$ cat src/hw/ooo_pkg.sv
`default_nettype none

package ooo_pkg;

	//////////////////////////////////////////////////
	// widths

	parameter int XLEN      = 32;
	parameter int REG_IDX_W = 5;
	parameter int NUM_REGS  = 32;
	// widest tag any struct carries, ROB_DEPTH up to 16
	parameter int TAG_W_MAX = 4;

	//////////////////////////////////////////////////
	// encodings

	parameter logic [6:0]  OPC_OP        = 7'b0110011;
	parameter logic [6:0]  OPC_OP_IMM    = 7'b0010011;
	parameter logic [6:0]  FUNCT7_SUB    = 7'b0100000;
	parameter logic [6:0]  FUNCT7_MULDIV = 7'b0000001;
	parameter logic [31:0] WFI_WORD      = 32'h10500073;

	// register-register view
	typedef struct packed {
		logic [6:0]           funct7;
		logic [REG_IDX_W-1:0] rs2;
		logic [REG_IDX_W-1:0] rs1;
		logic [2:0]           funct3;
		logic [REG_IDX_W-1:0] rd;
		logic [6:0]           opcode;
	} r_type_s;

	// register-immediate view
	typedef struct packed {
		logic [11:0]          imm;
		logic [REG_IDX_W-1:0] rs1;
		logic [2:0]           funct3;
		logic [REG_IDX_W-1:0] rd;
		logic [6:0]           opcode;
	} i_type_s;

	// one fetched word, two decodes
	typedef union packed {
		r_type_s r;
		i_type_s i;
	} inst_word_u;

	typedef enum logic [2:0] {
		OP_ADD = 3'd0,
		OP_SUB = 3'd1,
		OP_MUL = 3'd2,
		OP_NOP = 3'd3,
		OP_WFI = 3'd4
	} op_kind_e;

	//////////////////////////////////////////////////
	// inter-stage packets

	// issue to execute
	typedef struct packed {
		logic                 valid;
		logic [TAG_W_MAX-1:0] tag;
		op_kind_e             op;
		logic [XLEN-1:0]      a;
		logic [XLEN-1:0]      b;
	} dispatch_s;

	// execute to reorder buffer
	typedef struct packed {
		logic                 valid;
		logic [TAG_W_MAX-1:0] tag;
		logic [XLEN-1:0]      value;
	} result_s;

	// one reorder buffer slot
	typedef struct packed {
		logic                 valid;
		logic                 done;
		logic [REG_IDX_W-1:0] rd;
		logic                 wr_en;
		logic                 halt;
		logic [XLEN-1:0]      value;
		logic [XLEN-1:0]      npc;
	} rob_entry_s;

	// commit to register file
	typedef struct packed {
		logic                 valid;
		logic [REG_IDX_W-1:0] rd;
		logic                 wr_en;
		logic [XLEN-1:0]      value;
	} retire_s;

endpackage

`default_nettype wire

$ cat src/hw/issue_stage.sv
`default_nettype none
`timescale 1ns/1ns

module issue_stage #(
	parameter int ROB_DEPTH = 8,
	localparam int TAG_W = $clog2(ROB_DEPTH)
) (
	input  logic                        clock,
	input  logic                        reset,
	input  logic                        inst_valid,
	input  ooo_pkg::inst_word_u         inst,
	input  logic                        full,
	input  logic [TAG_W-1:0]            alloc_tag,
	input  logic                        rs1_done,
	input  logic [ooo_pkg::XLEN-1:0]    rs1_value,
	input  logic                        rs2_done,
	input  logic [ooo_pkg::XLEN-1:0]    rs2_value,
	input  ooo_pkg::retire_s            writeback,
	input  logic [TAG_W-1:0]            retire_tag,
	input  logic                        halted,
	output logic                        stall,
	output logic                        alloc,
	output ooo_pkg::rob_entry_s         alloc_entry,
	output logic [TAG_W-1:0]            rs1_tag,
	output logic [TAG_W-1:0]            rs2_tag,
	output ooo_pkg::dispatch_s          dispatch
);

	logic [ooo_pkg::XLEN-1:0] regs [ooo_pkg::NUM_REGS];
	logic [ooo_pkg::NUM_REGS-1:0] map_busy;
	logic [TAG_W-1:0] map_tag [ooo_pkg::NUM_REGS];
	logic [ooo_pkg::XLEN-1:0] pc;

	logic is_op, is_add, is_sub, is_mul, is_addi, is_wfi;
	logic uses_rs1, uses_rs2, map_wr;
	logic [ooo_pkg::REG_IDX_W-1:0] rs1, rs2, rd;
	logic [ooo_pkg::XLEN-1:0] imm_ext, operand_a, operand_b;
	ooo_pkg::op_kind_e op;
	logic accept;

	//////////////////////////////////////////////////
	// decode

	// R view for ADD/SUB/MUL
	assign is_op   = inst.r.opcode == ooo_pkg::OPC_OP && inst.r.funct3 == 3'b000;
	assign is_add  = is_op && inst.r.funct7 == 7'b0000000;
	assign is_sub  = is_op && inst.r.funct7 == ooo_pkg::FUNCT7_SUB;
	assign is_mul  = is_op && inst.r.funct7 == ooo_pkg::FUNCT7_MULDIV;
	// I view for ADDI
	assign is_addi = inst.i.opcode == ooo_pkg::OPC_OP_IMM && inst.i.funct3 == 3'b000;
	assign is_wfi  = inst == ooo_pkg::WFI_WORD;
	assign imm_ext = {{(ooo_pkg::XLEN-12){inst.i.imm[11]}}, inst.i.imm};

	assign rs1 = inst.r.rs1;
	assign rs2 = inst.r.rs2;
	assign rd  = inst.r.rd;

	always_comb begin
		op = ooo_pkg::OP_NOP;
		if (is_add || is_addi)
			op = ooo_pkg::OP_ADD;
		else if (is_sub)
			op = ooo_pkg::OP_SUB;
		else if (is_mul)
			op = ooo_pkg::OP_MUL;
		else if (is_wfi)
			op = ooo_pkg::OP_WFI;
	end

	// every supported arith op reads rs1 and writes rd
	assign uses_rs1 = is_add || is_sub || is_mul || is_addi;
	assign uses_rs2 = is_add || is_sub || is_mul;

	//////////////////////////////////////////////////
	// operands and stall

	assign rs1_tag = map_tag[rs1];
	assign rs2_tag = map_tag[rs2];

	// x0 first, then in-flight value, then arch file
	assign operand_a = (rs1 == '0) ? '0 : map_busy[rs1] ? rs1_value : regs[rs1];
	assign operand_b = is_addi ? imm_ext :
		(rs2 == '0) ? '0 : map_busy[rs2] ? rs2_value : regs[rs2];

	assign stall = halted || full || (inst_valid &&
		((uses_rs1 && map_busy[rs1] && !rs1_done) ||
		 (uses_rs2 && map_busy[rs2] && !rs2_done)));
	assign accept = inst_valid && !stall;
	assign map_wr = accept && uses_rs1 && rd != '0;

	// nop and wfi go in already done
	assign alloc = accept;
	always_comb begin
		alloc_entry.valid = 1'b1;
		alloc_entry.done  = !uses_rs1;
		alloc_entry.rd    = rd;
		alloc_entry.wr_en = uses_rs1 && rd != '0;
		alloc_entry.halt  = is_wfi;
		alloc_entry.value = '0;
		alloc_entry.npc   = pc + ooo_pkg::XLEN'(4);
	end

	//////////////////////////////////////////////////
	// state

	// arch regs, written only at retire
	always_ff @(posedge clock) begin
		if (reset) begin
			for (int i = 0; i < ooo_pkg::NUM_REGS; i++)
				regs[i] <= '0;
		end else if (writeback.valid && writeback.wr_en) begin
			regs[writeback.rd] <= writeback.value;
		end
	end

	// busy clears only if the retiring tag is still the newest producer
	always_ff @(posedge clock) begin
		if (reset) begin
			map_busy <= '0;
		end else begin
			if (writeback.valid && writeback.wr_en && map_tag[writeback.rd] == retire_tag)
				map_busy[writeback.rd] <= 1'b0;
			// a new mapping beats the clear
			if (map_wr)
				map_busy[rd] <= 1'b1;
		end
	end

	always_ff @(posedge clock) begin
		if (map_wr)
			map_tag[rd] <= alloc_tag;
	end

	always_ff @(posedge clock) begin
		if (reset) begin
			pc <= '0;
			dispatch.valid <= 1'b0;
		end else begin
			if (accept)
				pc <= pc + ooo_pkg::XLEN'(4);
			dispatch.valid <= accept && uses_rs1;
			dispatch.tag   <= ooo_pkg::TAG_W_MAX'(alloc_tag);
			dispatch.op    <= op;
			dispatch.a     <= operand_a;
			dispatch.b     <= operand_b;
		end
	end

endmodule

`default_nettype wire

$ cat src/hw/execute_unit.sv
`default_nettype none
`timescale 1ns/1ns

module execute_unit #(
	parameter int ROB_DEPTH = 8,
	parameter int MULT_STAGES = 3
) (
	input  logic               clock,
	input  logic               reset,
	input  ooo_pkg::dispatch_s dispatch,
	output ooo_pkg::result_s   alu_result,
	output ooo_pkg::result_s   mult_result
);

	localparam int TAG_W = $clog2(ROB_DEPTH);
	// multiplier bits of b consumed per stage
	localparam int CHUNK_W = (ooo_pkg::XLEN + MULT_STAGES - 1) / MULT_STAGES;

	typedef struct packed {
		logic                     valid;
		logic [TAG_W-1:0]         tag;
		logic [ooo_pkg::XLEN-1:0] a;
		logic [ooo_pkg::XLEN-1:0] b;
		logic [ooo_pkg::XLEN-1:0] acc;
	} mult_stage_s;

	mult_stage_s mult_in;
	mult_stage_s pipe_q [MULT_STAGES-1];

	//////////////////////////////////////////////////
	// alu

	// dispatch reg is the one cycle of latency
	always_comb begin
		alu_result.valid = dispatch.valid &&
			(dispatch.op == ooo_pkg::OP_ADD || dispatch.op == ooo_pkg::OP_SUB);
		alu_result.tag   = dispatch.tag;
		alu_result.value = (dispatch.op == ooo_pkg::OP_SUB) ?
			dispatch.a - dispatch.b : dispatch.a + dispatch.b;
	end

	//////////////////////////////////////////////////
	// multiplier

	always_comb begin
		mult_in.valid = dispatch.valid && dispatch.op == ooo_pkg::OP_MUL;
		mult_in.tag   = dispatch.tag[TAG_W-1:0];
		mult_in.a     = dispatch.a;
		mult_in.b     = dispatch.b;
		mult_in.acc   = '0;
	end

	// each stage adds a * one slice of b, shifted into place
	for (genvar i = 0; i < MULT_STAGES; i++) begin : g_mult
		mult_stage_s              cur;
		logic [CHUNK_W-1:0]       chunk;
		logic [ooo_pkg::XLEN-1:0] sum;

		if (i == 0) begin : g_first
			assign cur = mult_in;
		end else begin : g_rest
			assign cur = pipe_q[i-1];
		end

		assign chunk = CHUNK_W'(cur.b >> (i * CHUNK_W));
		// low XLEN bits only
		assign sum = cur.acc + (ooo_pkg::XLEN'(cur.a * chunk) << (i * CHUNK_W));

		if (i < MULT_STAGES - 1) begin : g_reg
			always_ff @(posedge clock) begin
				if (reset) begin
					pipe_q[i].valid <= 1'b0;
				end else begin
					pipe_q[i].valid <= cur.valid;
					pipe_q[i].tag   <= cur.tag;
					pipe_q[i].a     <= cur.a;
					pipe_q[i].b     <= cur.b;
					pipe_q[i].acc   <= sum;
				end
			end
		end else begin : g_out
			// last slice lands straight in the buffer
			always_comb begin
				mult_result.valid = cur.valid;
				mult_result.tag   = ooo_pkg::TAG_W_MAX'(cur.tag);
				mult_result.value = sum;
			end
		end
	end

endmodule

`default_nettype wire

$ cat src/hw/reorder_buffer.sv
`default_nettype none
`timescale 1ns/1ns

module reorder_buffer #(
	parameter int ROB_DEPTH = 8,
	localparam int TAG_W = $clog2(ROB_DEPTH)
) (
	input  logic                     clock,
	input  logic                     reset,
	input  logic                     alloc,
	input  ooo_pkg::rob_entry_s      alloc_entry,
	input  ooo_pkg::result_s         alu_result,
	input  ooo_pkg::result_s         mult_result,
	input  logic [TAG_W-1:0]         rs1_tag,
	input  logic [TAG_W-1:0]         rs2_tag,
	input  logic                     retire,
	output logic                     full,
	output logic [TAG_W-1:0]         alloc_tag,
	output logic                     rs1_done,
	output logic [ooo_pkg::XLEN-1:0] rs1_value,
	output logic                     rs2_done,
	output logic [ooo_pkg::XLEN-1:0] rs2_value,
	output ooo_pkg::rob_entry_s      head,
	output logic [TAG_W-1:0]         retire_tag
);

	ooo_pkg::rob_entry_s entries [ROB_DEPTH];
	logic [TAG_W-1:0] head_ptr;
	logic [TAG_W-1:0] tail_ptr;
	// one wider than a tag so full fits
	logic [TAG_W:0] count;
	logic [TAG_W-1:0] alu_idx;
	logic [TAG_W-1:0] mult_idx;

	// wrap at ROB_DEPTH, not at a power of two
	function automatic logic [TAG_W-1:0] next_ptr(input logic [TAG_W-1:0] ptr);
		return (ptr == TAG_W'(ROB_DEPTH - 1)) ? '0 : ptr + 1'b1;
	endfunction

	assign alu_idx  = alu_result.tag[TAG_W-1:0];
	assign mult_idx = mult_result.tag[TAG_W-1:0];

	//////////////////////////////////////////////////
	// status and tag reads

	assign full       = count == (TAG_W+1)'(ROB_DEPTH);
	assign alloc_tag  = tail_ptr;
	assign retire_tag = head_ptr;

	// issue only trusts these for mapped sources
	assign rs1_done  = entries[rs1_tag].done;
	assign rs1_value = entries[rs1_tag].value;
	assign rs2_done  = entries[rs2_tag].done;
	assign rs2_value = entries[rs2_tag].value;

	// head offered only once its result is in
	always_comb begin
		head       = entries[head_ptr];
		head.valid = entries[head_ptr].valid && entries[head_ptr].done;
	end

	//////////////////////////////////////////////////
	// slots

	always_ff @(posedge clock) begin
		if (reset) begin
			for (int i = 0; i < ROB_DEPTH; i++)
				entries[i].valid <= 1'b0;
		end else begin
			// commit has already seen the head done
			if (retire)
				entries[head_ptr].valid <= 1'b0;
			if (alloc)
				entries[tail_ptr] <= alloc_entry;
			// both units may finish together, different tags
			if (alu_result.valid) begin
				entries[alu_idx].done  <= 1'b1;
				entries[alu_idx].value <= alu_result.value;
			end
			if (mult_result.valid) begin
				entries[mult_idx].done  <= 1'b1;
				entries[mult_idx].value <= mult_result.value;
			end
		end
	end

	//////////////////////////////////////////////////
	// pointers

	always_ff @(posedge clock) begin
		if (reset) begin
			head_ptr <= '0;
			tail_ptr <= '0;
			count    <= '0;
		end else begin
			if (retire)
				head_ptr <= next_ptr(head_ptr);
			if (alloc)
				tail_ptr <= next_ptr(tail_ptr);
			// push and pop in one cycle leave count alone
			case ({alloc, retire})
				2'b10:   count <= count + 1'b1;
				2'b01:   count <= count - 1'b1;
				default: count <= count;
			endcase
		end
	end

endmodule

`default_nettype wire

$ cat src/hw/commit_stage.sv
`default_nettype none
`timescale 1ns/1ns

module commit_stage (
	input  logic                          clock,
	input  logic                          reset,
	input  ooo_pkg::rob_entry_s           head,
	output logic                          retire,
	output ooo_pkg::retire_s              writeback,
	output logic                          halted,
	output logic                          commit_valid,
	output logic [ooo_pkg::REG_IDX_W-1:0] commit_rd,
	output logic                          commit_wr_en,
	output logic [ooo_pkg::XLEN-1:0]      commit_data,
	output logic [ooo_pkg::XLEN-1:0]      commit_npc
);

	// one per cycle, frozen after wfi
	assign retire = head.valid && !halted;

	// arch file write, same edge as the pop
	always_comb begin
		writeback.valid = retire;
		writeback.rd    = head.rd;
		writeback.wr_en = head.wr_en;
		writeback.value = head.value;
	end

	always_ff @(posedge clock) begin
		if (reset) begin
			commit_valid <= 1'b0;
			commit_wr_en <= 1'b0;
			halted       <= 1'b0;
		end else begin
			commit_valid <= retire;
			commit_wr_en <= retire && head.wr_en;
			// sticky until reset
			if (retire && head.halt)
				halted <= 1'b1;
		end
	end

	// payload follows the strobe
	always_ff @(posedge clock) begin
		if (retire) begin
			commit_rd   <= head.rd;
			commit_data <= head.value;
			commit_npc  <= head.npc;
		end
	end

endmodule

`default_nettype wire

$ cat src/hw/ooo_core.sv
`default_nettype none
`timescale 1ns/1ns

module ooo_core #(
	parameter int ROB_DEPTH = 8,
	parameter int MULT_STAGES = 3
) (
	input  logic                          clock,
	input  logic                          reset,
	input  logic                          inst_valid,
	input  ooo_pkg::inst_word_u           inst,
	output logic                          stall,
	output logic                          commit_valid,
	output logic [ooo_pkg::REG_IDX_W-1:0] commit_rd,
	output logic                          commit_wr_en,
	output logic [ooo_pkg::XLEN-1:0]      commit_data,
	output logic [ooo_pkg::XLEN-1:0]      commit_npc,
	output logic                          halted
);

	localparam int TAG_W = $clog2(ROB_DEPTH);

	//////////////////////////////////////////////////
	// interconnect

	// issue <-> buffer
	logic alloc, full;
	ooo_pkg::rob_entry_s alloc_entry;
	logic [TAG_W-1:0] alloc_tag, rs1_tag, rs2_tag;
	logic rs1_done, rs2_done;
	logic [ooo_pkg::XLEN-1:0] rs1_value, rs2_value;
	// execute
	ooo_pkg::dispatch_s dispatch;
	ooo_pkg::result_s alu_result, mult_result;
	// commit loop
	ooo_pkg::rob_entry_s head;
	logic retire;
	logic [TAG_W-1:0] retire_tag;
	ooo_pkg::retire_s writeback;

	issue_stage #(.ROB_DEPTH(ROB_DEPTH)) issue_stage_inst (
		.clock(clock), .reset(reset), .inst_valid(inst_valid), .inst(inst),
		.full(full), .alloc_tag(alloc_tag),
		.rs1_done(rs1_done), .rs1_value(rs1_value),
		.rs2_done(rs2_done), .rs2_value(rs2_value),
		.writeback(writeback), .retire_tag(retire_tag), .halted(halted),
		.stall(stall), .alloc(alloc), .alloc_entry(alloc_entry),
		.rs1_tag(rs1_tag), .rs2_tag(rs2_tag), .dispatch(dispatch)
	);

	execute_unit #(.ROB_DEPTH(ROB_DEPTH), .MULT_STAGES(MULT_STAGES)) execute_unit_inst (
		.clock(clock), .reset(reset), .dispatch(dispatch),
		.alu_result(alu_result), .mult_result(mult_result)
	);

	reorder_buffer #(.ROB_DEPTH(ROB_DEPTH)) reorder_buffer_inst (
		.clock(clock), .reset(reset), .alloc(alloc), .alloc_entry(alloc_entry),
		.alu_result(alu_result), .mult_result(mult_result),
		.rs1_tag(rs1_tag), .rs2_tag(rs2_tag), .retire(retire),
		.full(full), .alloc_tag(alloc_tag),
		.rs1_done(rs1_done), .rs1_value(rs1_value),
		.rs2_done(rs2_done), .rs2_value(rs2_value),
		.head(head), .retire_tag(retire_tag)
	);

	commit_stage commit_stage_inst (
		.clock(clock), .reset(reset), .head(head),
		.retire(retire), .writeback(writeback), .halted(halted),
		.commit_valid(commit_valid), .commit_rd(commit_rd), .commit_wr_en(commit_wr_en),
		.commit_data(commit_data), .commit_npc(commit_npc)
	);

endmodule

`default_nettype wire

$ cat config.mk
export PLATFORM = sky130hd
export DESIGN_NAME = ooo_core
export DESIGN_NICKNAME = d
export VERILOG_FILES = /design/src/hw/ooo_pkg.sv /design/src/hw/issue_stage.sv /design/src/hw/execute_unit.sv /design/src/hw/reorder_buffer.sv /design/src/hw/commit_stage.sv /design/src/hw/ooo_core.sv
export SDC_FILE = /design/constraint.sdc
export NUM_CORES = 2
export LEC_CHECK = 0
export ABC_AREA = 0
export BUFFER_PORTS_ARGS = -buffer_cell sky130_fd_sc_hd__buf_4
export CAP_MARGIN = 20
export CELL_PAD_IN_SITES_DETAIL_PLACEMENT = 2
export CELL_PAD_IN_SITES_GLOBAL_PLACEMENT = 2
export CORE_MARGIN = 2
export CORE_UTILIZATION = 46
export DETAILED_ROUTE_END_ITERATION = 8
export PLACE_DENSITY_LB_ADDON = 0.08
export SLEW_MARGIN = 20
export SYNTH_ARGS = -nofsm -noshare
export SYNTH_HDL_FRONTEND = slang
export SYNTH_SLANG_ARGS = --single-unit
$ cat constraint.sdc
create_clock -name clock -period 11.09 [get_ports clock]
set_clock_uncertainty 0.2 [all_clocks]
set_input_delay 0 -clock clock [delete_from_list [all_inputs] [get_ports clock]]
set_output_delay 0 -clock clock [all_outputs]
set_load 0.02 [all_outputs]
==> metrics.csv <==
metric,value,unit
cts_htree_levels,4,
critPathCaptureType,flip-flop,
cap_violations,0,
wirelength,488,mm
syn_area_per_cell,13.1,um^2
setup_tns,0,ns
clk_pin_slew,0.06,ns
synthMuxAreaShare,19.3,%
dpl.cell_count,12000,
antenna_found_initial,42,
nets,9498,
num_vias,84900,
fp.dieH,511,um
dpl.hpwl,306,mm
hold_viol,0,
crit_fanout,18,
tightest_slew,1.32,ns
async_reset_ff_share,0,%
max_stage_delay,0.90,ns
peakVddDrop,425,uV
synth-simple-area-share,9.70,%
cp.required,11.49,ns
gp_congestion,0.884,
synth_top_family_by_area,multiplexers,
worst_skew_pair.late_latency,0.93,ns
cts_setup_buffers,0,
cpMostUsedCell,inv_1,
drc,0,
startpoint_type,flip-flop,
setup_violations,0,
syn_to_final_growth,11.2,%
finalCritPeriodShare,65.8,%
post_cts_resized,0,
synth_fa_ha_area_share,8.11,%
grt_pass1_vias,92500,
rows,186,
ys_seq_area_share,50.9,%
cts_tree,yes,
worstSetupPathType,flip-flop to flip-flop,
stdcell_count,12500,
drt_iter0_markers,10900,
grt_max_degree,164,
fin_total_pwr,33.8,mW
crit_slowest_cell,edfxtp_1,
syn_inst,9024,
firstDrtPassIters,5,
max_slew_margin,12.2,%
finalCriticalPeriod,7.30,ns
dieArea,261000,um^2
power.leakage,47.9,nW
io_pins,108,
rsz0062_at_grt,no,
synth_compound_area_share,6.45,%
clock-sinks,2038,
cts_made_buffers,226,
initial_core_util,46.1,%
ys_types,86,
p_per_area,257,nW/um^2
cts-root-buf,clkbuf_16,
grt_usage,37.2,%
ys_ff_latch,2038,
grt_pass1_wl,696,mm
crit_arrival,7.70,ns
synth_area,118000,um^2
drive_gt1_share,19.1,%
portBuffers,105,
die_width,511,um
grt_overflow,0,
status,"finished, final reports clean",
yosys.area_share.xor_xnor,1.73,%
avgRoutedWirePerCell,39.0,um
yosysWarnings,0,
drv_slew,0,
holdCritPathClass,primary input to flip-flop,
synth_edf_count,1941,
core-area,256000,um^2
clock_path_buffers,3,
synth_ff_type,edfxtp_1,
cts.hold.buffers_added,39,
fmax,0.137,GHz
ant_nets,0,
fill_cells,23800,
vias_per_cell,6.79,
## metal layers
metal	vias up	track usage [%]	wire length [um]
met5	-	0	162
met4	24	18.0	26200
met3	1135	8.20	48800
met2	5051	58.8	228000
met1	45400	48.8	185000
li1	33400	-	-
## metrics by stage
stage | hold WS, ns | instance area (um^2) | worst slack (ns) | utilization [%]
after detailed placement | 0.162 | 123000 | 3.74 | 48.2
after global routing | 0.0381 | 131000 | 3.35 | 51.3
after global placement | 0.149 | 123000 | 4.03 | 48.1
after CTS | 0.0106 | 131000 | 3.69 | 51.3
after floorplan | -0.101 | 118000 | 1.16 | -
final | 0.0556 | 131000 | 3.79 | 51.3
## state kept, by name, summed over array words and instances (netlist names), named ones only
register                        cells
reorder_buffer_inst.retire_tag      3
issue_stage_inst.map_busy          32
commit_stage_inst.commit_rd         5
commit_stage_inst.halted            1
issue_stage_inst.pc                30
reorder_buffer_inst.entries       568
execute_unit_inst.pipe_q          134
issue_stage_inst.regs            1024
reorder_buffer_inst.alloc_tag       3
issue_stage_inst.map_tag           96
commit_stage_inst.commit_valid      1
commit_stage_inst.commit_npc       30
issue_stage_inst.dispatch          71
commit_stage_inst.commit_wr_en      1
reorder_buffer_inst.count           4
commit_stage_inst.commit_data      32
## power breakdown
part	internal (mW)	total [mW]	switching, mW	leakage (nW)
Combinational	5.78	16.0	10.2	24.3
Sequential	9.45	10.0	0.561	19.9
Clock	4.37	7.80	3.43	3.68
Total	19.6	33.8	14.2	47.9
## worst paths after layout
path | startpoint | end | slack, ns | cells after the start
max reg2reg | execute_unit_inst.pipe_q[0][46] | execute_unit_inst.pipe_q[1][31] | 3.79 | 28
min | inst_valid | issue_stage_inst.map_busy[19] | 0.06 | 6
max | execute_unit_inst.pipe_q[0][46] | execute_unit_inst.pipe_q[1][31] | 3.79 | 28
min reg2reg | execute_unit_inst.pipe_q[0][96] | execute_unit_inst.pipe_q[1][96] | 0.22 | 0
## cells in the final DEF, fill, tap and decap left out, drive strengths merged, types with 14 or more instances in the layout
cell type / netlist / final
a31oi: 21 / 21
inv: 395 / 397
a221oi: 39 / 39
clkinv: 2 / 111
nand4: 35 / 35
nor4: 44 / 44
o21bai: 17 / 17
nor2: 1289 / 1289
or3: 21 / 21
dfxtp: 97 / 97
o21ai: 157 / 157
edfxtp: 1941 / 1941
mux4: 739 / 739
clkbuf: 529 / 292
a211oi: 162 / 162
xnor2: 143 / 143
buf: 206 / 355
fa: 365 / 365
and2: 199 / 199
bufinv: 0 / 21
o221ai: 32 / 32
o21a: 15 / 15
dlygate4sd3: 0 / 38
and3: 30 / 30
a22o: 189 / 189
ha: 182 / 182
nand2b: 28 / 28
mux2i: 484 / 484
nand2: 696 / 696
nor2b: 99 / 99
o22ai: 96 / 96
nor3: 75 / 75
a21oi: 222 / 222
xor2: 91 / 91
o211ai: 17 / 17
a21o: 37 / 37
o41ai: 14 / 14
nand3: 64 / 64
mux2: 118 / 118
## cell usage after synthesis (9+ instances only)
cell type / count / area share [%]
a211oi_1: 162 / 1.0
a21o_1: 37 / 0.23
a21oi_1: 222 / 0.94
a221oi_1: 39 / 0.29
a22o_1: 189 / 1.4
a31o_2: 11 / 0.081
a31oi_1: 21 / 0.11
and2_1: 199 / 1.1
and3_1: 30 / 0.16
buf_1: 113 / 0.36
buf_2: 77 / 0.33
buf_4: 12 / 0.076
clkbuf_1: 529 / 1.7
dfxtp_1: 97 / 1.6
edfxtp_1: 1941 / 49
fa_1: 365 / 6.2
ha_1: 182 / 1.9
inv_1: 394 / 1.3
mux2_2: 118 / 1.1
mux2i_1: 481 / 4.1
mux4_2: 739 / 14
nand2_1: 696 / 2.2
nand2b_1: 28 / 0.15
nand3_1: 64 / 0.27
nand3b_1: 12 / 0.076
nand4_1: 35 / 0.19
nor2_1: 1283 / 4.1
nor2b_1: 98 / 0.52
nor3_1: 73 / 0.31
nor3b_1: 9 / 0.057
nor4_1: 42 / 0.22
o211ai_1: 17 / 0.11
o21a_1: 15 / 0.095
o21ai_0: 146 / 0.62
o21ai_1: 11 / 0.047
o21bai_1: 17 / 0.11
o221ai_1: 32 / 0.24
o22ai_1: 96 / 0.51
o41ai_1: 14 / 0.10
or3_1: 21 / 0.11
xnor2_1: 143 / 1.1
xor2_1: 91 / 0.67
## logic make-up after synthesis
kind of cell | count (synthesis)
other cells | 1
simple gates | 2631
xor+xnor | 234
flops | 2038
buf+inv | 1132
compound gates | 1100
fa+ha+maj | 547
mux | 1341
## final cells by class
cell class	count	area [um^2]	share of cell area (%)
clock inverter	137	1520	1.15
multi-input combinational	5858	54700	41.6
clock buffer	290	6060	4.61
sequential	2038	60200	45.8
inverter	397	1500	1.14
timing repair buffer	395	3250	2.47
antenna	13	32.5	0.0247
tap	3384	4230	3.22
## critical path, delay by kind of cell, from the launching register on
family          cells  cell delay (ns)
fa+ha+maj           7             2.47
compound gates     10             2.13
flops               1             0.90
simple gates        4             0.72
xor+xnor            2             0.32
buf+inv             5             0.26
Power figures use the tool's default switching activity.
